<file path="src/rtcBusPkg.sv">
package rtcBusPkg;

	// bus lane.
	localparam int dataWidth = 8;

	// every phase is the same length.
	localparam int phaseCycles = 8;
	localparam int phaseCountWidth = 3;

	// strobe low window inside a phase.
	localparam int strobeFirst = 2;
	localparam int strobeLast = 5;

	// rtc register map.
	localparam logic [dataWidth-1:0] controlAddr = 8'h02;
	localparam logic [dataWidth-1:0] formatAddr = 8'h00;
	localparam logic [dataWidth-1:0] secondsAddr = 8'h21; // minutes to year follow.

	// bit written for start-up and 12/24 format.
	localparam int flagBit = 4;

	// seconds, minutes, hours, day, month, year.
	localparam int fieldCount = 6;

	// sequencer FSM encoding.
	localparam int stateWidth = 2;
	localparam logic [stateWidth-1:0] idleState = 2'd0;
	localparam logic [stateWidth-1:0] addressState = 2'd1;
	localparam logic [stateWidth-1:0] dataState = 2'd2;

endpackage
</file>
<file path="src/rtcBus.sv">
module rtcBus (
	input logic clk,
	input logic reset,
	input logic initEnable,
	input logic sendOne,
	input logic writeEnable,
	input logic readEnable,
	input logic [rtcBusPkg::fieldCount-1:0] fieldSelect,
	input logic configFormat,
	input logic twelveHour,
	input logic [rtcBusPkg::dataWidth-1:0] fieldData,
	input logic [rtcBusPkg::dataWidth-1:0] busIn,
	output logic [rtcBusPkg::dataWidth-1:0] busOut,
	output logic busOutEnable,
	output logic [rtcBusPkg::dataWidth-1:0] readData,
	output logic cs,
	output logic rd,
	output logic wr,
	output logic ad
);

	logic [rtcBusPkg::dataWidth-1:0] address;
	logic [rtcBusPkg::dataWidth-1:0] writeData;
	logic [rtcBusPkg::dataWidth-1:0] addressBus;
	logic [rtcBusPkg::dataWidth-1:0] writeBus;
	logic addressRun;
	logic writeRun;
	logic readRun;
	logic addressDone;
	logic writeDone;
	logic readDone;
	logic addressCs;
	logic addressAd;
	logic writeCs;
	logic writeWr;
	logic readCs;
	logic readRd;

	transferSequencer sequencer (
		.clk(clk),
		.reset(reset),
		.initEnable(initEnable),
		.sendOne(sendOne),
		.writeEnable(writeEnable),
		.readEnable(readEnable),
		.fieldSelect(fieldSelect),
		.configFormat(configFormat),
		.twelveHour(twelveHour),
		.fieldData(fieldData),
		.addressDone(addressDone),
		.writeDone(writeDone),
		.readDone(readDone),
		.addressCs(addressCs),
		.addressAd(addressAd),
		.writeCs(writeCs),
		.writeWr(writeWr),
		.readCs(readCs),
		.readRd(readRd),
		.addressBus(addressBus),
		.writeBus(writeBus),
		.address(address),
		.writeData(writeData),
		.addressRun(addressRun),
		.writeRun(writeRun),
		.readRun(readRun),
		.busOut(busOut),
		.busOutEnable(busOutEnable),
		.cs(cs),
		.rd(rd),
		.wr(wr),
		.ad(ad)
	);

	addressPhase addressCycle (
		.clk(clk),
		.reset(reset),
		.run(addressRun),
		.address(address),
		.busOut(addressBus),
		.cs(addressCs),
		.ad(addressAd),
		.done(addressDone)
	);

	writePhase writeCycle (
		.clk(clk),
		.reset(reset),
		.run(writeRun),
		.writeData(writeData),
		.busOut(writeBus),
		.cs(writeCs),
		.wr(writeWr),
		.done(writeDone)
	);

	readPhase readCycle (
		.clk(clk),
		.reset(reset),
		.run(readRun),
		.busIn(busIn),
		.readData(readData),
		.cs(readCs),
		.rd(readRd),
		.done(readDone)
	);

endmodule

</file>
<file path="src/transferSequencer.sv">
module transferSequencer (
	input logic clk,
	input logic reset,
	input logic initEnable,
	input logic sendOne,
	input logic writeEnable,
	input logic readEnable,
	input logic [rtcBusPkg::fieldCount-1:0] fieldSelect,
	input logic configFormat,
	input logic twelveHour,
	input logic [rtcBusPkg::dataWidth-1:0] fieldData,
	input logic addressDone,
	input logic writeDone,
	input logic readDone,
	input logic addressCs,
	input logic addressAd,
	input logic writeCs,
	input logic writeWr,
	input logic readCs,
	input logic readRd,
	input logic [rtcBusPkg::dataWidth-1:0] addressBus,
	input logic [rtcBusPkg::dataWidth-1:0] writeBus,
	output logic [rtcBusPkg::dataWidth-1:0] address,
	output logic [rtcBusPkg::dataWidth-1:0] writeData,
	output logic addressRun,
	output logic writeRun,
	output logic readRun,
	output logic [rtcBusPkg::dataWidth-1:0] busOut,
	output logic busOutEnable,
	output logic cs,
	output logic rd,
	output logic wr,
	output logic ad
);

	logic [rtcBusPkg::stateWidth-1:0] state;
	logic isRead;
	logic fieldAny;
	logic [rtcBusPkg::dataWidth-1:0] fieldAddress;
	logic [rtcBusPkg::dataWidth-1:0] flagByte;
	logic requestValid;
	logic requestRead;
	logic [rtcBusPkg::dataWidth-1:0] requestAddress;
	logic [rtcBusPkg::dataWidth-1:0] requestData;
	logic dataDone;

	// highest selected field wins.
	always_comb begin
		fieldAny = |fieldSelect;
		fieldAddress = rtcBusPkg::secondsAddr;
		for (int i = 0; i < rtcBusPkg::fieldCount; i++) begin
			if (fieldSelect[i]) begin
				fieldAddress = rtcBusPkg::secondsAddr + rtcBusPkg::dataWidth'(i);
			end
		end
	end

	// request decode, format first, then read, write, init.
	always_comb begin
		flagByte = '0;
		flagByte[rtcBusPkg::flagBit] = configFormat ? twelveHour : sendOne;
		requestValid = 1'b1;
		requestRead = 1'b0;
		requestAddress = rtcBusPkg::controlAddr;
		requestData = flagByte;
		if (configFormat) begin
			requestAddress = rtcBusPkg::formatAddr;
		end else if (readEnable && fieldAny) begin
			requestRead = 1'b1;
			requestAddress = fieldAddress;
		end else if (writeEnable && fieldAny) begin
			requestAddress = fieldAddress;
			requestData = fieldData;
		end else if (!initEnable) begin
			requestValid = 1'b0;
		end
	end

	assign dataDone = isRead ? readDone : writeDone;

	always_ff @(posedge clk) begin
		if (reset) begin
			state <= rtcBusPkg::idleState;
			isRead <= 1'b0;
		end else begin
			case (state)
				rtcBusPkg::idleState: begin
					if (requestValid) begin
						state <= rtcBusPkg::addressState;
						isRead <= requestRead;
					end
				end
				rtcBusPkg::addressState: begin
					if (addressDone) begin
						state <= rtcBusPkg::dataState; // data phase follows back to back.
					end
				end
				rtcBusPkg::dataState: begin
					if (dataDone) begin
						state <= rtcBusPkg::idleState;
					end
				end
				default: begin
					state <= rtcBusPkg::idleState;
				end
			endcase
		end
	end

	// transfer payload, captured with the request.
	always_ff @(posedge clk) begin
		if (state == rtcBusPkg::idleState && requestValid) begin
			address <= requestAddress;
			writeData <= requestData;
		end
	end

	assign addressRun = state == rtcBusPkg::addressState;
	assign writeRun = state == rtcBusPkg::dataState && !isRead;
	assign readRun = state == rtcBusPkg::dataState && isRead;

	// only one phase runs, so the idle-high strobes simply AND together.
	assign cs = addressCs & writeCs & readCs;
	assign ad = addressAd;
	assign wr = writeWr;
	assign rd = readRd;

	assign busOut = addressRun ? addressBus : (writeRun ? writeBus : '0);
	assign busOutEnable = addressRun || writeRun; // lane released for reads.

endmodule

</file>
<file path="src/readPhase.sv">
module readPhase (
	input logic clk,
	input logic reset,
	input logic run,
	input logic [rtcBusPkg::dataWidth-1:0] busIn,
	output logic [rtcBusPkg::dataWidth-1:0] readData,
	output logic cs,
	output logic rd,
	output logic done
);

	logic [rtcBusPkg::phaseCountWidth-1:0] count;
	logic inWindow;
	logic captureNow;

	always_ff @(posedge clk) begin
		if (reset || !run) begin
			count <= '0;
		end else begin
			count <= count + 1'b1;
		end
	end

	always_comb begin
		inWindow = run
			&& count >= rtcBusPkg::phaseCountWidth'(rtcBusPkg::strobeFirst)
			&& count <= rtcBusPkg::phaseCountWidth'(rtcBusPkg::strobeLast);
		captureNow = run
			&& count == rtcBusPkg::phaseCountWidth'(rtcBusPkg::strobeLast);
	end

	// sample at the last low cycle of rd, when the chip output has settled.
	always_ff @(posedge clk) begin
		if (reset) begin
			readData <= '0;
		end else if (captureNow) begin
			readData <= busIn; // held until the next read.
		end
	end

	assign cs = !run;
	assign rd = !inWindow;
	assign done = run
		&& count == rtcBusPkg::phaseCountWidth'(rtcBusPkg::phaseCycles - 1);

endmodule

</file>
<file path="src/writePhase.sv">
module writePhase (
	input logic clk,
	input logic reset,
	input logic run,
	input logic [rtcBusPkg::dataWidth-1:0] writeData,
	output logic [rtcBusPkg::dataWidth-1:0] busOut,
	output logic cs,
	output logic wr,
	output logic done
);

	logic [rtcBusPkg::phaseCountWidth-1:0] count;
	logic inWindow;
	logic lastCount;

	always_ff @(posedge clk) begin
		if (reset || !run) begin
			count <= '0;
		end else begin
			count <= count + 1'b1;
		end
	end

	always_comb begin
		inWindow = run
			&& count >= rtcBusPkg::phaseCountWidth'(rtcBusPkg::strobeFirst)
			&& count <= rtcBusPkg::phaseCountWidth'(rtcBusPkg::strobeLast);
		lastCount = count == rtcBusPkg::phaseCountWidth'(rtcBusPkg::phaseCycles - 1);
	end

	// data held for the whole phase, so it is stable around both wr edges.
	assign busOut = run ? writeData : '0;
	assign cs = !run;
	assign wr = !inWindow; // rtc latches on the rising edge.
	assign done = run && lastCount;

endmodule

</file>
<file path="src/addressPhase.sv">
module addressPhase (
	input logic clk,
	input logic reset,
	input logic run,
	input logic [rtcBusPkg::dataWidth-1:0] address,
	output logic [rtcBusPkg::dataWidth-1:0] busOut,
	output logic cs,
	output logic ad,
	output logic done
);

	logic [rtcBusPkg::phaseCountWidth-1:0] count;
	logic inWindow;

	always_ff @(posedge clk) begin
		if (reset || !run) begin
			count <= '0;
		end else begin
			count <= count + 1'b1; // wraps back to zero at the end.
		end
	end

	always_comb begin
		inWindow = run
			&& count >= rtcBusPkg::phaseCountWidth'(rtcBusPkg::strobeFirst)
			&& count <= rtcBusPkg::phaseCountWidth'(rtcBusPkg::strobeLast);
	end

	// chip latches the address on the rising edge of ad.
	assign cs = !run;
	assign ad = !inWindow;
	assign busOut = run ? address : '0;
	assign done = run
		&& count == rtcBusPkg::phaseCountWidth'(rtcBusPkg::phaseCycles - 1);

endmodule

</file>
<file path="config.mk">
export PLATFORM = sky130hd
export DESIGN_NAME = rtcBus
export DESIGN_NICKNAME = d
export VERILOG_FILES = /design/src/rtcBusPkg.sv /design/src/rtcBus.sv /design/src/transferSequencer.sv /design/src/readPhase.sv /design/src/writePhase.sv /design/src/addressPhase.sv
export SDC_FILE = /design/constraint.sdc
export NUM_CORES = 1
export LEC_CHECK = 0
export ABC_AREA = 1
export CORE_MARGIN = 1.5
export CORE_UTILIZATION = 50
export DETAILED_ROUTE_END_ITERATION = 10
export DONT_BUFFER_PORTS = 1
export GPL_ROUTABILITY_DRIVEN = 0
export PLACE_DENSITY = 0.77
export RECOVER_POWER = 100
export SKIP_CTS_REPAIR_TIMING = 1
export SLEW_MARGIN = 20
export SYNTH_ARGS = -nofsm -noshare
export SYNTH_HDL_FRONTEND = slang
export SYNTH_SLANG_ARGS = --single-unit
</file>
<file path="constraint.sdc">
create_clock -name clk -period 1.3 [get_ports clk]
set_input_delay 0.195 -clock clk [delete_from_list [all_inputs] [get_ports clk]]
set_output_delay 0.195 -clock clk [all_outputs]
set_load 0.005 [all_outputs]
</file>
=== Word level (Yosys, flattened, before mapping) ===
Index checks and enable logic that the tools add are counted.
Widths: inputs -> output; s select.

* Output and inout bits: 21
* Word-level logic and storage cells: 85
* Register bits after elaboration: 36
* Bits of input ports: 30

* Mux-type cells: 24
* $add $sub $neg: 3
* Reduce and logical (&&, ||, !) cells: 31
* Magnitude comparators: 6
* Bitwise gates (word level): 3
* Eq/ne operators: 9

{| class="wikitable"
|+ Operator list
! cell !! number
|-
| $mux 8 || 3
|-
| $logic_and 1x1->1 || 15
|-
| $mux 5 || 3
|-
| $eq 3x3->1 const B || 4
|-
| $mux 2 || 5
|-
| $add 3x1->3 const B || 3
|-
| $ge 3x2->1 const B || 3
|-
| $le 3x3->1 const B || 3
|-
| $mux 3 || 3
|-
| $mux 1 || 8
|-
| $logic_not 1->1 || 7
|-
| $mux 6 || 1
|-
| $pmux 2 s3 || 1
|-
| $reduce_or 6->1 || 1
|-
| $logic_or 1x1->1 || 4
|-
| $ne 2x1->1 const B || 2
|-
| $reduce_and 3->1 || 1
|-
| $reduce_or 3->1 || 1
|-
| $and 1x1->1 || 2
|-
| $eq 2x1->1 const B || 1
|-
| $eq 2x2->1 const B || 1
|-
| $logic_not 2->1 || 1
|-
| $ne 2x2->1 const B || 1
|-
| $reduce_and 2->1 || 1
|-
| $not 1->1 || 1
|}

=== Longest topological paths before layout ===
Gate-level depths: netlist (run 1).

* Depth in word-level cells: 7
* Depth in mapped cells: 8
* Mapped depth without buffers: 8

=== Modules after synthesis ===
Synthesis (run 1) repeated with hierarchy kept, for this count alone.

* Cell total of the unflattened synthesis: 241
* Area, all modules: 1843.0 um^2

{| class="wikitable"
|+ Modules (own cells, without submodules)
! module !! instances !! cells an instance !! seq. area each (um^2) !! area an instance (um^2)
|-
| transferSequencer || 1 || 99 || 420.4 || 925.9
|-
| readPhase || 1 || 68 || 220.2 || 489.2
|-
| addressPhase || 1 || 37 || 60.1 || 214.0
|-
| writePhase || 1 || 37 || 60.1 || 214.0
|}

=== Worst setup path after synthesis (run 1) ===
No wires, ideal clock.

* Path type: in2reg
* From: in fieldSelect[2] (netlist name)
* To: reg sequencer.address[0] (netlist name), enable pin
* Path buffers: 0
* Stages: 6
* Data required time: 956 ps
* Slack: 106 ps
* Setup time: 344 ps
* Arrival: 850 ps
* Cells stage by stage: nor2_1 > nand3_1 > o21ai_2 > nand2_1 > nand2_1 > inv_1

* Cells in the longest elaborated chain, start to end: 6
* Elaborated cells on any way between the ends: 7
* Classes of those cells: mux: 3; reduce/logical: 4

{| class="wikitable"
|+ Ends and longest elaborated chain
! element !! line !! RTL
|-
| start: declaration || rtcBus.sv:8 || <nowiki>input logic [rtcBusPkg::fieldCount-1:0] fieldSelect,</nowiki>
|-
| $reduce_or 6->1 * || transferSequencer.sv:49 || <nowiki>fieldAny = |fieldSelect;</nowiki>
|-
| $logic_and 1x1->1 || transferSequencer.sv:71 || <nowiki>end else if (writeEnable && fieldAny) begin</nowiki>
|-
| $mux 1 || transferSequencer.sv:71 ||
|-
| $mux 1 * || transferSequencer.sv:68 || <nowiki>end else if (readEnable && fieldAny) begin</nowiki>
|-
| $mux 1 * || transferSequencer.sv:66 || <nowiki>if (configFormat) begin</nowiki>
|-
| $logic_and 1x1->1 * || transferSequencer.sv:112 || <nowiki>if (state == rtcBusPkg::idleState && requestValid) begin</nowiki>
|-
| end signal: assignment || transferSequencer.sv:113 || <nowiki>address <= requestAddress;</nowiki>
|-
| end: declaration || transferSequencer.sv:23 || <nowiki>output logic [rtcBusPkg::dataWidth-1:0] address,</nowiki>
|}

Every way passes the cells marked *; elsewhere a longest branch is shown, timed or not.
A chain may end at the register's enable or synchronous reset.

=== Worst setup path in the final report (run 1) ===
* From: reg addressCycle.count[0] (netlist name)
* To: out ad

* Cells in the longest elaborated chain, start to end: 4
* Elaborated cells on any way between the ends: 5
* Classes of those cells: order compare: 2; reduce/logical: 3

{| class="wikitable"
|+ Ends and longest elaborated chain
! element !! line !! RTL
|-
| start: declaration || addressPhase.sv:12 || <nowiki>logic [rtcBusPkg::phaseCountWidth-1:0] count;</nowiki>
|-
| start signal: assignment || addressPhase.sv:19 || <nowiki>count <= count + 1'b1;</nowiki>
|-
| $ge 3x2->1 || addressPhase.sv:25 || <nowiki>&& count >= rtcBusPkg::phaseCountWidth'(rtcBusPkg::strobeFirst)</nowiki>
|-
| $logic_and 1x1->1 || addressPhase.sv:25 ||
|-
| $logic_and 1x1->1 * || addressPhase.sv:26 || <nowiki>&& count <= rtcBusPkg::phaseCountWidth'(rtcBusPkg::strobeLast);</nowiki>
|-
| $logic_not 1->1 * || addressPhase.sv:31 || <nowiki>assign ad = !inWindow;</nowiki>
|-
| end: declaration || rtcBus.sv:19 || <nowiki>output logic ad</nowiki>
|}

Marks and branches as above.

==> metrics, run 1 <==
worst hold path depth 2; pre-CTS setup slack -0.03874 ns; Slew headroom 0.7748; FP Rows 20; WL final 3100 um; Post-Place Cell Area 1685 sq um; vias in the first global route around 1200; initial antenna violation count 0; total CTS buffers 5; min-delay src busIn[7]; Post-Syn Area around 1600 sq um; Worst Hold Slack ~0.0015 ns; Final Cycle Share 1.155; Cells after DPL between 200 and 250; maximum fanout along the worst path 4; Post-synth ARST share 0; Critical Path AT around 1.3 ns; Critical-path top delay cell dfxtp_2; Die ar. approximately 3500 sq um; outcome finished, violations left; P_sw just over 700 uW; EDFF count, synth 12; WS Path Type flop to output pin; sequential power share 0.528; Seq/Total Area, Yosys 0.4833; unique cell type count in the Yosys netlist 29; failing checks setup timing; Vias per Instance between 4 and 5; internal power about 1700 uW; Initial Util 0.5198; Avg Inst Size Synth just under 9 sq um; Routed Antenna Nets 0; IO buf count 0; Startpoint Class flop; Sink Count 32; Antenna Cells 0; first-pass GRT wire length 4567 um; Clock transition at path regs ~0.09 ns; Die W approximately 60 um; nets between 200 and 300; Yosys reg bits 32; # setup viols final 12; Static Leakage 0.0009204 uW; Max Fclk between 600 and 700 MHz; detailed-route DRC error count 0; combinational share of power 0.251; peak supply drop a little over 0.7 mV; Fin. Hold Viols 0; dpl hpwl 2209 um; Post-Synthesis Cells between 150 and 200; crit-path max cell delay roughly 0.38 ns; Mapped Nets roughly 220; area grow syn2layout 26.71%; worst skew pair latency roughly 0.33 ns; RSZ-0062 raised after global routing yes; Final Max Slew Viols 0; most frequent cells in the layout nor2_1, inv_1, nand2_1; setup TNS -1.243 ns; max_cap viols 0; core footprint about 3000 sq um; crit path time final 1.502 ns; Setup crit end kind output pin; Max Root-Sink Buffers 2; drt first pass iters 4; Final Cell Area 1994 sq um; layout cells sized above 1 0.2986; crit path from addressCycle.count[0]$_SDFF_PP0_; Min-Delay Path Class input pin to flop; chip height slightly below 60 um; All-Layer GR Usage 0.1792; pin count of the biggest net entering global routing 13; Crit Reg-Reg Startpoint writeCycle.count[0]$_SDFF_PP0_; IO Count about 50; Data required, critical path about 1.1 ns; Power Density between 1000 and 1500 nW/um^2; final worst slack -0.2020 ns; non-filler instance count after layout roughly 260; vias 1264; WL/cell approximately 12 um; clock share of power 0.221; worst-case reg-to-reg path depth 6; total congestion overflow 0; H-tree levels 2; Warnings, synthesis 0; Iteration-0 DRC Markers 31; Worst Max-Slew Pin Slew 0.3342 ns; CTS tree done; Root Buffer Master clkbuf_4; ys flop type dfxtp_1; worst-path cell chain inv_2, ha_2, o311ai_2, buf_4; Sw Ratio 0.2993; Clock Skew between 0.006 and 0.007 ns; commonest non-fill, non-tap cell in the layout nor2_1
## Yosys cell counts (all sizes together), types with 2 or more instances
master	count	area (sq um)
a22o	4	40.04
dfxtp	20	400.4
edfxtp	12	360.4
ha	11	137.6
inv	34	127.6
nand2	21	78.83
nand3	3	32.53
nand3b	2	15.01
nand4	2	18.77
nor2	47	195.2
nor3	3	15.01
o21ai	12	67.56
o311ai	2	17.52
## power groups by stage
stage	logic [uW]	registers (uW)	clock network, uW
finish	596	1250	525
global route	646	1270	586
detailed placement	396	1260	0
global placement	378	1250	0
CTS	398	1240	547
floorplan	294	1250	0
## state kept, by name (all words and copies together), names as in the netlist
signal / count
sequencer.isRead: 1
writeCycle.count: 3
sequencer.address: 4
readCycle.count: 3
readCycle.readData: 8
sequencer.writeData: 8
sequencer.state: 2
addressCycle.count: 3
## per-stage QoR
| stage | total power [uW] | util |
|---|---|---|
| CTS | 2180 | 0.5731 |
| global placement | 1632 | 0.5566 |
| floorplan | 1540 | - |
| finish | 2372 | 0.6587 |
| detailed placement | 1653 | 0.5566 |
| global route | 2498 | 0.6587 |
## layout make-up
type	instances	area, sq um
Fill cell	244	1033
Multi-Input combinational cell	114	777.0
Sequential cell	32	773.2
Timing Repair Buffer	23	202.7
Inverter	34	136.4
Tap cell	44	55.05
Clock buffer	7	45.04
Clock inverter	1	5.005
## metal layers
metal | share of wire | track usage
met1 | 0.39 | 0.1702
met2 | 0.55 | 0.3302
met3 | 0.044 | 0.05677
met4 | 0.016 | 0.1104
met5 | 0 | 0
## worst paths after layout
kind | to | slack [ns]
hold / removal | readCycle.readData[7]$_SDFFE_PP0P_ | 0.002
setup / recovery | ad | -0.20
hold reg to reg | addressCycle.count[0]$_SDFF_PP0_ | 0.47
setup reg to reg | sequencer.state[1]$_SDFFE_PP0P_ | 0
## cells by family after synthesis
kind of cell | after synthesis | synth area share
compound gates | 22 | 0.1041
fa+ha+maj | 11 | 0.08744
buf+inv | 35 | 0.08346
simple gates | 80 | 0.2361
xor+xnor | 1 | 0.005565
flops | 32 | 0.4833
## worst max-delay path, delay by kind of cell (launching register included)
kind / cells / cell delay, ns
DFF: 1 / 0.38
AOI/OAI and AO/OA: 1 / 0.22
buffers and inverters: 2 / 0.20
adders and majority gates: 1 / 0.18
(Power assumes the default switching activity.)
==> run 2: changes to the inputs <==
Settings changed: CORE_MARGIN 1.5 to 4.
==> run 2 against run 1 <==
The run ends with hold timing, setup timing left. Final cell count up 3.5%. Clock power up 14%. Worst hold slack worse by 0.0087 ns. Critical path depth up 1. Sequential cell count unchanged. Sequential power about the same. First-iteration DRC count down 13%. Clock skew up 0.0074 ns.
==> metrics, run 2 (same netlist as run 1, synthesis figures left out) <==
outcome finished, violations left (unchanged); cell family with most CP delay flip-flops (unchanged); Antenna Cells 0 (unchanged); core footprint 3028 sq um (unchanged); RSZ-0062 raised after global routing yes (unchanged); Data required, critical path 1.11 ns (about the same); WL final 3759 um (was 3100 um); maximum fanout along the worst path 2 (was 4); Vias per Instance 4.958 (was 4.957); vias in the first global route 1235 (was 1177); IO buf count 0 (unchanged); Max Root-Sink Buffers 2 (unchanged); chip height 64.11 um (was 59.11 um); Slew headroom 0.7291 (was 0.7748); reg2reg end sequencer.state[1]$_SDFFE_PP0P_ (unchanged); CTS tree done (unchanged); clock share of power 0.232 (was 0.221); Final Max Slew Viols 0 (unchanged); layout cells sized above 1 0.3409 (was 0.2986); area of the multi-input gates 817.0 sq um (was 777.0 sq um); total congestion overflow 0 (unchanged); WL/cell 14.24 um (was 12.16 um); Worst Hold Slack -0.007167 ns (was 0.001520 ns); total CTS buffers 5 (unchanged); Post-Place Cell Area 1685 sq um (unchanged); final worst slack -0.2313 ns (was -0.2020 ns); worst skew pair latency 0.34 ns (was 0.33 ns); drt first pass iters 6 (was 4); Power Density 1200 nW/um^2 (was 1189 nW/um^2); Tot Pwr 2580 uW (was 2372 uW); Fin. Hold Viols 2 (was 0); IO Count 51 (unchanged); Clock Skew 0.01392 ns (was 0.006559 ns); worst-case reg-to-reg path depth 7 (was 6); largest registers readCycle.readData: 8 flops, sequencer.writeData: 8 flops, sequencer.address: 4 flops (unchanged); # setup viols final 23 (was 12); vias 1309 (was 1264); Core Util, Final 0.7103 (was 0.6587); Setup crit end kind output pin (unchanged); commonest non-fill, non-tap cell in the layout nor2_1 (unchanged); crit path time final 1.531 ns (was 1.502 ns); worst path buffer plus inverter count 2 (unchanged); peak supply drop 0.6757 mV (was 0.7124 mV); crit path to wr (was ad); worst-path cell chain buf_6, ha_4, nand3b_1, o311ai_1, buf_4 (was inv_2, ha_2, o311ai_2, buf_4); crit-path max cell delay 0.34 ns (was 0.38 ns); H-tree levels 2 (unchanged); FP Rows 20 (unchanged); initial antenna violation count 0 (unchanged); Min-Delay Path Class input pin to flop (unchanged); Die W 64.11 um (was 59.11 um); Crit Reg-Reg Startpoint addressCycle.count[0]$_SDFF_PP0_ (was writeCycle.count[0]$_SDFF_PP0_); WS Path Type flop to output pin (unchanged); area grow syn2layout 36.65% (was 26.71%); failing checks hold timing, setup timing (was setup timing); combinational share of power 0.279 (was 0.251); Initial Util 0.5198 (unchanged); most frequent cells in the layout nor2_1, inv_1, nand2_1 (unchanged); Max Fclk 653.1 MHz (was 665.8 MHz); Sink Count 32 (unchanged); max_cap viols 0 (unchanged); Critical Path AT 1.34 ns (was 1.31 ns); Startpoint Class flop (unchanged); Layout fillers 228 (was 244); nets 260 (was 251); Worst Max-Slew Pin Slew 0.4060 ns (was 0.3342 ns); internal power 1792 uW (was 1662 uW); Static Leakage 0.0009853 uW (was 0.0009204 uW); crit path from writeCycle.count[0]$_SDFF_PP0_ (was addressCycle.count[0]$_SDFF_PP0_); dpl hpwl 2400 um (was 2209 um); Critical-path top delay cell dfxtp_2 (unchanged); Clock transition at path regs 0.10 ns (was 0.09 ns); Routed Antenna Nets 0 (unchanged); Final Cycle Share 1.178 (was 1.155); Root Buffer Master clkbuf_4 (unchanged); pin count of the biggest net entering global routing 13 (unchanged); Iteration-0 DRC Markers 27 (was 31); sequential power share 0.489 (was 0.528); Register-to-Register Setup Slack -0.20 ns (was 0 ns); Sw Ratio 0.3055 (was 0.2993); P_sw 788.2 uW (was 709.9 uW); Final Cell Area 2151 sq um (was 1994 sq um); Crit. path cell count 5 (was 4); Die ar. 4109 sq um (was 3493 sq um); All-Layer GR Usage 0.1599 (was 0.1792); first-pass GRT wire length 5133 um (was 4567 um); Reg area 775.7 sq um (was 773.2 sq um); detailed-route DRC error count 0 (unchanged)
[run 2: cell type report]
class,instances,area share
Inverter,34,0.06806
Clock inverter,1,0.003490
Clock buffer,7,0.02560
Timing Repair Buffer,32,0.1367
Multi-Input combinational cell,114,0.3799
Sequential cell,32,0.3607
Tap cell,44,0.02560
[run 2: worst min-delay path by stage]
| stage | slack [ns] | endpoint | cells after the start | from |
|---|---|---|---|---|
| after floorplan | 0.26 | sequencer.state[0]$_SDFFE_PP0P_ | 1 | reset |
| after global placement | 0.26 | sequencer.state[0]$_SDFFE_PP0P_ | 1 | reset |
| after detailed placement | 0.26 | sequencer.state[0]$_SDFFE_PP0P_ | 1 | reset |
| after CTS | -0.10 | sequencer.state[0]$_SDFFE_PP0P_ | 1 | reset |
| after global routing | 0.003 | readCycle.readData[5]$_SDFFE_PP0P_ | 2 | busIn[5] |
| final | -0.007 | readCycle.readData[4]$_SDFFE_PP0P_ | 2 | busIn[4] |
[run 2: metal layers]
metal	GRT usage	wire length [um]	up-vias
met1	0.1655	1483	600
met3	0.03866	190	11
met2	0.2903	1980	43
li1	-	-	655
met4	0.09235	105	0
met5	0	0	-
[run 2: per-stage QoR]
| step | setup slack [ns] | hold slack [ns] | std cells | setup TNS [ns] |
|---|---|---|---|---|
| global route | -0.2773 | 0.003219 | 264 | -3.632 |
| floorplan | 0.1060 | 0.2574 | 181 | 0 |
| global placement | 0.03801 | 0.2616 | 232 | 0 |
| finish | -0.2313 | -0.007167 | 264 | -2.339 |
| detailed placement | -0.06514 | 0.2618 | 232 | -0.06514 |
| CTS | -0.4326 | -0.1004 | 240 | -2.563 |
[run 2: power groups by stage]
| stage | Combinational [uW] | Clock, uW | Sequential (uW) |
|---|---|---|---|
| 6_report | 721 | 598 | 1260 |
| 5_1_grt | 781 | 661 | 1270 |
| 4_1_cts | 400 | 601 | 1240 |
| 3_5_place_dp | 398 | 0 | 1260 |
| 3_3_place_gp | 380 | 0 | 1250 |
| 2_1_floorplan | 294 | 0 | 1250 |
==> run 3: changes to the inputs <==
Settings changed: CELL_PAD_IN_SITES_DETAIL_PLACEMENT from default to 1, CELL_PAD_IN_SITES_GLOBAL_PLACEMENT from default to 1, CORE_UTILIZATION 50 to 45, PLACE_DENSITY 0.77 to 0.89.
==> run 3 against run 2 <==
Worst hold slack better by 0.018 ns. Wire length increased by 38%. The flow finishes with violations (setup timing). Register-to-register slack gained 0.17 ns. Critical path depth decreased by 1. Die area up 9.7%. Setup slack worse by 0.055 ns.
==> metrics, run 3 (same netlist as run 1, synthesis figures left out) <==
Die ar. 4508 sq um (was 4109 sq um); Slew headroom 0.7353 (was 0.7291); Routed Antenna Nets 0 (unchanged); Fin. Hold Viols 0 (was 2); # setup viols final 15 (was 23); Max Fclk 630.6 MHz (was 653.1 MHz); Data required, critical path 1.11 ns (about the same); vias in the first global route 1354 (was 1235); core footprint 3363 sq um (was 3028 sq um); setup TNS -2.001 ns (was -2.339 ns); crit path time final 1.586 ns (was 1.531 ns); IO buf count 0 (unchanged); Tot Pwr 2497 uW (was 2580 uW); dpl hpwl 3040 um (was 2400 um); total congestion overflow 0 (unchanged); peak supply drop 0.5637 mV (was 0.6757 mV); pin count of the biggest net entering global routing 13 (unchanged); failing checks setup timing (was hold timing, setup timing); total CTS buffers 5 (unchanged); CTS tree done (unchanged); Antenna Cells 0 (unchanged); Vias per Instance 5.336 (was 4.958); Initial Util 0.4680 (was 0.5198); Clock Skew 0.008887 ns (was 0.01392 ns); drt first pass iters 4 (was 6); H-tree levels 2 (unchanged); Final Max Slew Viols 0 (unchanged); worst skew pair latency 0.34 ns (about the same); crit-path max cell delay 0.36 ns (was 0.34 ns); IO Count 51 (unchanged); final worst slack -0.2858 ns (was -0.2313 ns); WS Path Type flop to output pin (unchanged); WL final 5198 um (was 3759 um); detailed-route DRC error count 0 (unchanged); Clock transition at path regs 0.11 ns (was 0.10 ns); first-pass GRT wire length 6120 um (was 5133 um); Sink Count 32 (unchanged); layout cells sized above 1 0.3568 (was 0.3409); Power Density 1205 nW/um^2 (was 1200 nW/um^2); Startpoint Class flop (unchanged); Root Buffer Master clkbuf_4 (unchanged); Die W 67.14 um (was 64.11 um); worst-path cell chain inv_1, ha_2, o311ai_2, buf_4 (was buf_6, ha_4, nand3b_1, o311ai_1, buf_4); WL/cell 20.07 um (was 14.24 um); Final Cell Area 2073 sq um (was 2151 sq um); chip height 67.14 um (was 64.11 um); Worst Max-Slew Pin Slew 0.3966 ns (was 0.4060 ns); Final Cycle Share 1.220 (was 1.178); Worst Hold Slack 0.01119 ns (was -0.007167 ns); RSZ-0062 raised after global routing yes (unchanged); area grow syn2layout 31.72% (was 36.65%); outcome finished, violations left (unchanged); Max Root-Sink Buffers 2 (unchanged); vias 1382 (was 1309); Setup crit end kind output pin (unchanged); Critical-path top delay cell dfxtp_2 (unchanged); largest registers readCycle.readData: 8 flops, sequencer.writeData: 8 flops, sequencer.address: 4 flops (unchanged); Static Leakage 0.0009402 uW (was 0.0009853 uW); most frequent cells in the layout nor2_1, inv_1, nand2_1 (unchanged); maximum fanout along the worst path 2 (unchanged); Critical Path AT 1.39 ns (was 1.34 ns); All-Layer GR Usage 0.1869 (was 0.1599); max_cap viols 0 (unchanged); initial antenna violation count 0 (unchanged); commonest non-fill, non-tap cell in the layout nor2_1 (unchanged); Post-Place Cell Area 1695 sq um (was 1685 sq um); nets 253 (was 260); FP Rows 21 (was 20); Iteration-0 DRC Markers 39 (was 27); Min-Delay Path Class input pin to flop (unchanged)
[run 3: final timing paths]
kind | cells after the start | endpoint | startpoint | slack (ns)
setup / recovery | 4 | wr | writeCycle.count[0]$_SDFF_PP0_ | -0.29
hold reg to reg | 1 | addressCycle.count[0]$_SDFF_PP0_ | addressCycle.count[0]$_SDFF_PP0_ | 0.47
setup reg to reg | 6 | sequencer.state[1]$_SDFFE_PP0P_ | writeCycle.count[0]$_SDFF_PP0_ | -0.03
hold / removal | 2 | readCycle.readData[4]$_SDFFE_PP0P_ | busIn[4] | 0.01
[run 3: layer usage]
metal  share of wire  up-vias  global-route usage
met5               0        -                   0
met4           0.036        0             0.07595
met3           0.037       18             0.04992
met2            0.61       47              0.3791
met1            0.32      675              0.1707
li1                -      642                   -
[run 3: worst max-delay path, delay by kind of cell (launching register included)]
| kind | cells | cell delay (ns) |
|---|---|---|
| adders and majority gates | 1 | 0.20 |
| DFF | 1 | 0.36 |
| buffers and inverters | 2 | 0.23 |
| AOI/OAI and AO/OA | 1 | 0.26 |
[run 3: final cells by class]
type | instances | area (sq um)
Clock inverter | 3 | 13.76
Fill cell | 411 | 1290
Multi-Input combinational cell | 114 | 822.0
Sequential cell | 32 | 780.7
Tap cell | 46 | 57.56
Timing Repair Buffer | 25 | 220.2
Clock buffer | 5 | 37.54
Inverter | 34 | 141.4
[run 3: power breakdown]
part           internal [uW]  switching, uW
Combinational            283            392
Sequential              1190           85.7
Clock                    198            352
Total                   1670            829
[run 3: stage by stage]
step                worst slack, ns    util  cells
finish                      -0.2858  0.6164    259
global route                -0.3717  0.6164    259
CTS                         -0.5766  0.5193    243
detailed placement          -0.1873  0.5041    235
global placement            0.03179  0.5041    235
floorplan                    0.1060       -    181
